==> src/design/lsu_pkg.sv <==
`default_nettype none

package lsu_pkg;

  // Encoding follows the funct3 field of the RISC-V load and store opcodes
  typedef enum logic [2:0] {
    MEM_OP_B  = 3'b000,
    MEM_OP_H  = 3'b001,
    MEM_OP_W  = 3'b010,
    MEM_OP_BU = 3'b100,
    MEM_OP_HU = 3'b101
  } mem_op_t;

  typedef struct packed {
    logic [31:0] addr;
    logic [31:0] wdata;
    mem_op_t     op;
    logic        write;
  } lsu_req_t;

  typedef struct packed {
    logic [31:0] address;
    logic        read;
    logic        write;
    logic [3:0]  byte_en;
    logic [31:0] write_data;
  } bus_cmd_t;

  typedef struct packed {
    logic [1:0] offset;
    mem_op_t    op;
  } load_tag_t;

  function automatic logic [3:0] byte_enables(mem_op_t op, logic [1:0] offset);
    case (op)
      MEM_OP_B, MEM_OP_BU: return 4'b0001 << offset;
      MEM_OP_H, MEM_OP_HU: return 4'b0011 << offset;
      default:             return 4'b1111;
    endcase
  endfunction

  function automatic logic [31:0] extend_load(mem_op_t op, logic [1:0] offset,
                                              logic [31:0] word);
    logic [31:0] shifted;
    shifted = word >> {offset, 3'b000};
    case (op)
      MEM_OP_B:  return {{24{shifted[7]}}, shifted[7:0]};
      MEM_OP_H:  return {{16{shifted[15]}}, shifted[15:0]};
      MEM_OP_BU: return {24'd0, shifted[7:0]};
      MEM_OP_HU: return {16'd0, shifted[15:0]};
      default:   return shifted;
    endcase
  endfunction

endpackage

`default_nettype wire

==> src/design/lsu_cmd_gen.sv <==
`timescale 1ns/1ps
`default_nettype none

module lsu_cmd_gen
  import lsu_pkg::*;
#(
  parameter int RSP_DEPTH = 4
) (
  input  wire logic      clk,
  input  wire logic      rest,
  input  wire logic      req_valid,
  input  wire lsu_req_t  req,
  output logic           req_ready,
  output bus_cmd_t       bus_cmd,
  input  wire logic      bus_ready,
  input  wire logic      credit_return,
  output logic           tag_push,
  output load_tag_t      tag
);

  localparam int CW = $clog2(RSP_DEPTH + 1);

  logic [CW-1:0] credits;
  logic          has_credit;
  logic          cmd_rd;
  logic          cmd_wr;
  logic          cmd_busy;
  logic          cmd_accept;
  logic          reg_free;
  logic          req_fire;
  logic          load_fire;
  logic [31:0]   cmd_addr;
  logic [31:0]   cmd_wdata;
  logic [3:0]    cmd_be;
  load_tag_t     tag_q;

  assign cmd_busy   = cmd_rd | cmd_wr;
  assign cmd_accept = cmd_busy & bus_ready;
  assign reg_free   = !cmd_busy || bus_ready;

  // A credit coming back this cycle may be spent in the same cycle
  assign has_credit = (credits != '0) || credit_return;

  assign req_ready = reg_free && (req.write || has_credit);
  assign req_fire  = req_valid && req_ready;
  assign load_fire = req_fire && !req.write;

  always_ff @(posedge clk or negedge rest) begin
    if (!rest) begin
      credits <= CW'(RSP_DEPTH);
    end else begin
      if (load_fire && !credit_return) begin
        credits <= credits - 1'b1;
      end else if (!load_fire && credit_return) begin
        credits <= credits + 1'b1;
      end
    end
  end

  always_ff @(posedge clk or negedge rest) begin
    if (!rest) begin
      cmd_rd <= 1'b0;
      cmd_wr <= 1'b0;
    end else begin
      if (req_fire) begin
        cmd_rd <= !req.write;
        cmd_wr <= req.write;
      end else if (cmd_accept) begin
        cmd_rd <= 1'b0;
        cmd_wr <= 1'b0;
      end
    end
  end

  // Store data is moved into the byte lanes selected by the low address bits
  always_ff @(posedge clk) begin
    if (req_fire) begin
      cmd_addr   <= {req.addr[31:2], 2'b00};
      cmd_be     <= byte_enables(req.op, req.addr[1:0]);
      cmd_wdata  <= req.wdata << {req.addr[1:0], 3'b000};
      tag_q      <= '{offset: req.addr[1:0], op: req.op};
    end
  end

  assign bus_cmd = '{
    address:    cmd_addr,
    read:       cmd_rd,
    write:      cmd_wr,
    byte_en:    cmd_be,
    write_data: cmd_wdata
  };

  // The tag follows the read onto the bus so the aligner sees it in issue order
  assign tag_push = cmd_accept & cmd_rd;
  assign tag      = tag_q;

endmodule

`default_nettype wire

==> src/design/lsu_fifo.sv <==
`timescale 1ns/1ps
`default_nettype none

module lsu_fifo #(
  parameter type payload_t = logic [31:0],
  parameter int  DEPTH     = 4
) (
  input  wire logic     clk,
  input  wire logic     rest,
  input  wire logic     push,
  input  wire payload_t push_data,
  input  wire logic     pop,
  output payload_t      pop_data,
  output logic          empty
);

  localparam int AW = (DEPTH > 1) ? $clog2(DEPTH) : 1;
  localparam int CW = $clog2(DEPTH + 1);

  payload_t      mem [DEPTH];
  logic [AW-1:0] wr_ptr;
  logic [AW-1:0] rd_ptr;
  logic [CW-1:0] count;

  always_ff @(posedge clk or negedge rest) begin
    if (!rest) begin
      wr_ptr <= '0;
      rd_ptr <= '0;
      count  <= '0;
    end else begin
      if (push) begin
        wr_ptr <= (wr_ptr == AW'(DEPTH - 1)) ? '0 : wr_ptr + 1'b1;
      end
      if (pop) begin
        rd_ptr <= (rd_ptr == AW'(DEPTH - 1)) ? '0 : rd_ptr + 1'b1;
      end
      case ({push, pop})
        2'b10:   count <= count + 1'b1;
        2'b01:   count <= count - 1'b1;
        default: count <= count;
      endcase
    end
  end

  always_ff @(posedge clk) begin
    if (push) begin
      mem[wr_ptr] <= push_data;
    end
  end

  // Head entry is shown directly from storage
  assign pop_data = mem[rd_ptr];
  assign empty    = (count == '0);

endmodule

`default_nettype wire

==> src/design/lsu_load_align.sv <==
`timescale 1ns/1ps
`default_nettype none

module lsu_load_align
  import lsu_pkg::*;
(
  input  wire logic        clk,
  input  wire logic        rest,
  input  wire logic        tag_empty,
  input  wire load_tag_t   tag,
  input  wire logic        data_empty,
  input  wire logic [31:0] rsp_word,
  output logic             pop,
  output logic             credit_return,
  output logic             load_valid,
  output logic [31:0]      load_data
);

  logic pop_q;
  logic pair_ready;

  assign pair_ready = !tag_empty && !data_empty;

  // The FIFO empty flags lag a pop by one cycle, so a pop is never
  // scheduled while the previous one is still in flight
  always_ff @(posedge clk or negedge rest) begin
    if (!rest) begin
      pop_q      <= 1'b0;
      load_valid <= 1'b0;
    end else begin
      pop_q      <= pair_ready && !pop_q;
      load_valid <= pop_q;
    end
  end

  // Tag and word are taken while they sit at the heads of both FIFOs
  always_ff @(posedge clk) begin
    if (pop_q) begin
      load_data <= extend_load(tag.op, tag.offset, rsp_word);
    end
  end

  // Freeing a response entry is what gives the credit back
  assign pop           = pop_q;
  assign credit_return = pop_q;

endmodule

`default_nettype wire

==> src/design/lsu_top.sv <==
`timescale 1ns/1ps
`default_nettype none

module lsu_top
  import lsu_pkg::*;
#(
  parameter int RSP_DEPTH = 4
) (
  input  wire logic        clk,
  input  wire logic        rest,
  input  wire logic        req_valid,
  input  wire lsu_req_t    req,
  output logic             req_ready,
  output bus_cmd_t         bus_cmd,
  input  wire logic        bus_ready,
  input  wire logic        rsp_valid,
  input  wire logic [31:0] rsp_data,
  output logic             load_valid,
  output logic [31:0]      load_data
);

  logic        tag_push;
  load_tag_t   tag_in;
  load_tag_t   tag_out;
  logic        tag_empty;
  logic [31:0] rsp_word;
  logic        data_empty;
  logic        pop;
  logic        credit_return;

  lsu_cmd_gen #(
    .RSP_DEPTH     (RSP_DEPTH)
  ) u_cmd_gen (
    .clk           (clk),
    .rest          (rest),
    .req_valid     (req_valid),
    .req           (req),
    .req_ready     (req_ready),
    .bus_cmd       (bus_cmd),
    .bus_ready     (bus_ready),
    .credit_return (credit_return),
    .tag_push      (tag_push),
    .tag           (tag_in)
  );

  lsu_fifo #(
    .payload_t     (load_tag_t),
    .DEPTH         (RSP_DEPTH)
  ) u_tag_fifo (
    .clk           (clk),
    .rest          (rest),
    .push          (tag_push),
    .push_data     (tag_in),
    .pop           (pop),
    .pop_data      (tag_out),
    .empty         (tag_empty)
  );

  // Responses cannot be stalled, so every beat is written straight in
  lsu_fifo #(
    .payload_t     (logic [31:0]),
    .DEPTH         (RSP_DEPTH)
  ) u_rsp_fifo (
    .clk           (clk),
    .rest          (rest),
    .push          (rsp_valid),
    .push_data     (rsp_data),
    .pop           (pop),
    .pop_data      (rsp_word),
    .empty         (data_empty)
  );

  lsu_load_align u_load_align (
    .clk           (clk),
    .rest          (rest),
    .tag_empty     (tag_empty),
    .tag           (tag_out),
    .data_empty    (data_empty),
    .rsp_word      (rsp_word),
    .pop           (pop),
    .credit_return (credit_return),
    .load_valid    (load_valid),
    .load_data     (load_data)
  );

endmodule

`default_nettype wire

==> config.mk <==
export PLATFORM = sky130hd
export DESIGN_NAME = lsu_top
export DESIGN_NICKNAME = d
export VERILOG_FILES = /design/src/design/lsu_pkg.sv /design/src/design/lsu_cmd_gen.sv /design/src/design/lsu_fifo.sv /design/src/design/lsu_load_align.sv /design/src/design/lsu_top.sv
export SDC_FILE = /design/constraint.sdc
export NUM_CORES = 1
export LEC_CHECK = 0
export BUFFER_PORTS_ARGS = -buffer_cell sky130_fd_sc_hd__buf_4
export CORE_ASPECT_RATIO = 1.1
export CORE_MARGIN = 2
export CORE_UTILIZATION = 55
export CTS_CLUSTER_SIZE = 10
export DETAILED_ROUTE_END_ITERATION = 8
export GPL_ROUTABILITY_DRIVEN = 0
export GPL_TIMING_DRIVEN = 0
export PLACE_DENSITY = 0.77
export SLEW_MARGIN = 10
export SYNTH_ARGS = -nofsm -noshare
export SYNTH_HDL_FRONTEND = slang
export SYNTH_HIERARCHICAL = 1
export SYNTH_SLANG_ARGS = --single-unit
==> constraint.sdc <==
create_clock -name clk -period 9.26 [get_ports clk]
set_clock_uncertainty 0.15 [all_clocks]
set_input_delay 0.926 -clock clk [delete_from_list [all_inputs] [get_ports clk]]
set_output_delay 0.926 -clock clk [all_outputs]
set_load 0.05 [all_outputs]
==> key figures <==
Status
  • Status: completed

Synth
  • Cells after Synth: 599
  • Netlist cell types: 48
  • Synth Flop Type: edfxtp_1
  • Synthesized area per cell: 18.38 um^2
  • Seq cells post-synth: 272
  • Sequential area share after synthesis: 73.25%
  • Mapped cell area: 11010 um^2
  • Post-synth ARST share: 7.721%
  • Synthesis Warnings: 6
  • EDFF count, synth: 251

Clocking
  • H-Tree Level Count: 1
  • Post-CTS Setup Inserts: 0
  • Hold Buf Count CTS: 0
  • Total CTS buffers: 31
  • CTS tree: yes
  • Clock sink total: 272
  • Worst-path clk slew: 0.05 ns
  • Resize count post-CTS: 0
  • Clock root buffer: clkbuf_16
  • Max clock buf depth: 3
  • Worst skew pair latency: 0.53 ns

Power
  • Power share of the combinational group: 37.9%
  • Worst vdd ir: 0.2994 mV
  • Leak Pwr: 5.257 nW
  • Internal: 2.955 mW
  • Overall power after layout: 4.573 mW
  • Reg power frac: 39.5%
  • Sw power: 1.618 mW
  • Clk pwr share: 22.6%
  • Pwr Density: 330.0 nW/um^2
  • Sw Share: 35.39%

Setup path
  • Crit path capture type: output pin
  • Slowest cell on crit path: dfrtp_2
  • Worst Path Max Fanout: 37
  • R2R depth: 7
  • Worst EP arrival: 2.17 ns
  • R2r startpoint: u_load_align/credit_return
  • WS Path Type: register to output pin
  • CP required: 8.18 ns
  • Crit path max-delay family: simple AND/OR/NAND/NOR gates
  • Reg2reg setup slack: 6.21 ns
  • Cell Chain, Critical Path: or4_4 > nor2_2 > nor2_1 > buf_4
  • Reg-to-Reg End: u_cmd_gen/cmd_addr[31]
  • Bufs and invs on worst path: 1
  • Startpoint types: register
  • Worst path max stage delay: 0.69 ns

Placed design
  • # port buffers: 206
  • Dpl hpwl: 16690 um
  • # placed instances: 1068
  • Place WS: 6.232 ns
  • Post-DP Area: 13020 um^2

STA
  • Final worst slack: 6.014 ns
  • Final period util: 35.05%
  • Slew Limit Fails: 0
  • RSZ-0062 raised after global routing: no
  • Slew HR: 38.71%
  • Final Hold Viols: 0
  • F_max: 0.3081 GHz
  • Sum of negative setup slack: 0 ns
  • Worst-Margin Slew: 0.9173 ns
  • Final Setup Violations: 0
  • Worst Hold Margin: 0.1201 ns
  • Min Tclk post-route: 3.246 ns

Final layout
  • Non-filler instance count after layout: 1113
  • Syn-to-layout area delta: 25.87%
  • Ant diodes: 0
  • Util after Layout: 70.24%
  • Design area: 13860 um^2
  • Nets: 970
  • Layout cells sized above 1: 38.68%

Floorplanning
  • FP Rows: 54
  • Die W: 138.9 um
  • DIE AREA: 21170 um^2
  • Die Span Y: 152.4 um
  • Core area: 19730 um^2
  • Starting Density: 55.80%
  • Top Ports: 209

Global route
  • Pin count of the biggest net entering global routing: 38
  • Gr ovfl total: 0
  • First-pass GRT wire length: 36740 um
  • Number of global-route vias before repair: 6694
  • Initial antenna violation count: 0
  • GRT Total Usage: 22.14%

Run
  • Max Cap Viol: 0

Detailed routing
  • Via count: 6250
  • 1st-iter DRT viols: 343
  • Per-cell routed wire length: 21.03 um
  • Residual DRC: 0
  • Vias per cell: 5.615
  • Drt pass-1 iters: 4
  • Final wirelength: 23410 um
  • Post-route ant nets: 0

Min path
  • Worst hold path type: primary input to asynchronous set/reset pin
-- kinds of logic (layout without fill, tap and decap cells) --
logic type | after synthesis | after routing | synth area share [%]
buffers and inverters | 51 | 312 | 3.000
XOR/XNOR | 9 | 9 | 0.7159
multiplexers | 77 | 77 | 11.51
AO/OA/AOI/OAI | 80 | 80 | 4.876
AND/OR/NAND/NOR | 93 | 93 | 4.591
adder cells (fa/ha/maj) | 16 | 16 | 2.023
flip-flops | 272 | 272 | 73.25
other | 1 | 2 | 0.03406
-- worst register-to-register path: cells and delay by family, from the launching register on --
kind                   cells  cell delay, ns
and+or+nand+nor            3            0.75
DFF                        1            0.88
buffers and inverters      4            0.98
-- area by class of cell --
type                            count  area, um^2
Sequential cell                   272        8065
Fill cell                        1268        5872
Multi-Input combinational cell    277        2629
Timing Repair Buffer              216        1679
Clock buffer                       42       817.0
Tap cell                          252       315.3
Buffer                             37       277.8
Inverter                           14       52.55
Clock inverter                      3       21.27
-- state kept, by name, indices dropped and copies added (netlist names), 4 cells and up --
register	count
u_load_align/load_data	32
u_cmd_gen/cmd_wdata	32
u_tag_fifo/mem	20
u_rsp_fifo/mem	128
u_cmd_gen/cmd_addr	30
u_cmd_gen/tag	5
u_cmd_gen/cmd_be	4
-- how the worst max path moves through the flow --
stage	startpoint	to	cells past startpoint
6_report	u_load_align/credit_return	req_ready	4
4_1_cts	u_load_align/credit_return	req_ready	4
3_5_place_dp	u_load_align/credit_return	u_cmd_gen/cmd_addr[22]	7
2_1_floorplan	u_load_align/credit_return	u_cmd_gen/cmd_addr[10]	3
3_3_place_gp	u_load_align/credit_return	u_cmd_gen/cmd_addr[22]	3
5_1_grt	u_load_align/credit_return	req_ready	4
-- cell usage in the layout (no fill, tap or decap), drive strengths merged, types with 6 or more instances in the layout --
master,instances
and2,17
o21ai,14
a21oi,23
nand2,19
dfrtp,20
a211oi,15
inv,15
ha,13
o31ai,8
edfxtp,251
buf,244
nor2,21
mux2i,34
a2bb2oi,6
clkbuf,51
nor2b,19
mux4,38
o32ai,8
-- synthesized netlist by cell type (all sizes together) (9+ instances only) --
cell type	instances	share of area, %
buf	28	2.2
edfxtp	251	68
a211oi	15	1.0
nor2b	19	1.1
a21oi	23	1.1
dfrtp	20	4.5
nor2	21	0.83
mux4	38	7.9
nand2	19	0.65
ha	13	1.5
inv	14	0.48
clkbuf	9	0.31
and2	17	0.98
mux2i	34	3.1
o21ai	14	0.67
-- layer usage --
layer / up-vias / GRT usage [%] / wire (um)
li1: 2831 / - / -
met1: 3095 / 26.53 / 8504
met2: 270 / 39.06 / 12190
met3: 54 / 5.751 / 1927
met4: 0 / 7.744 / 792
met5: - / 0 / 0
-- power groups by stage --
stage	registers, mW	logic, mW	clock network (mW)
finish	1.80	1.74	1.03
global route	1.83	1.84	1.10
CTS	1.81	1.74	1.05
detailed placement	1.83	1.73	0
global placement	1.82	1.65	0
floorplan	2.18	0.858	0
Note: power is estimated with default switching activity, not from simulation.
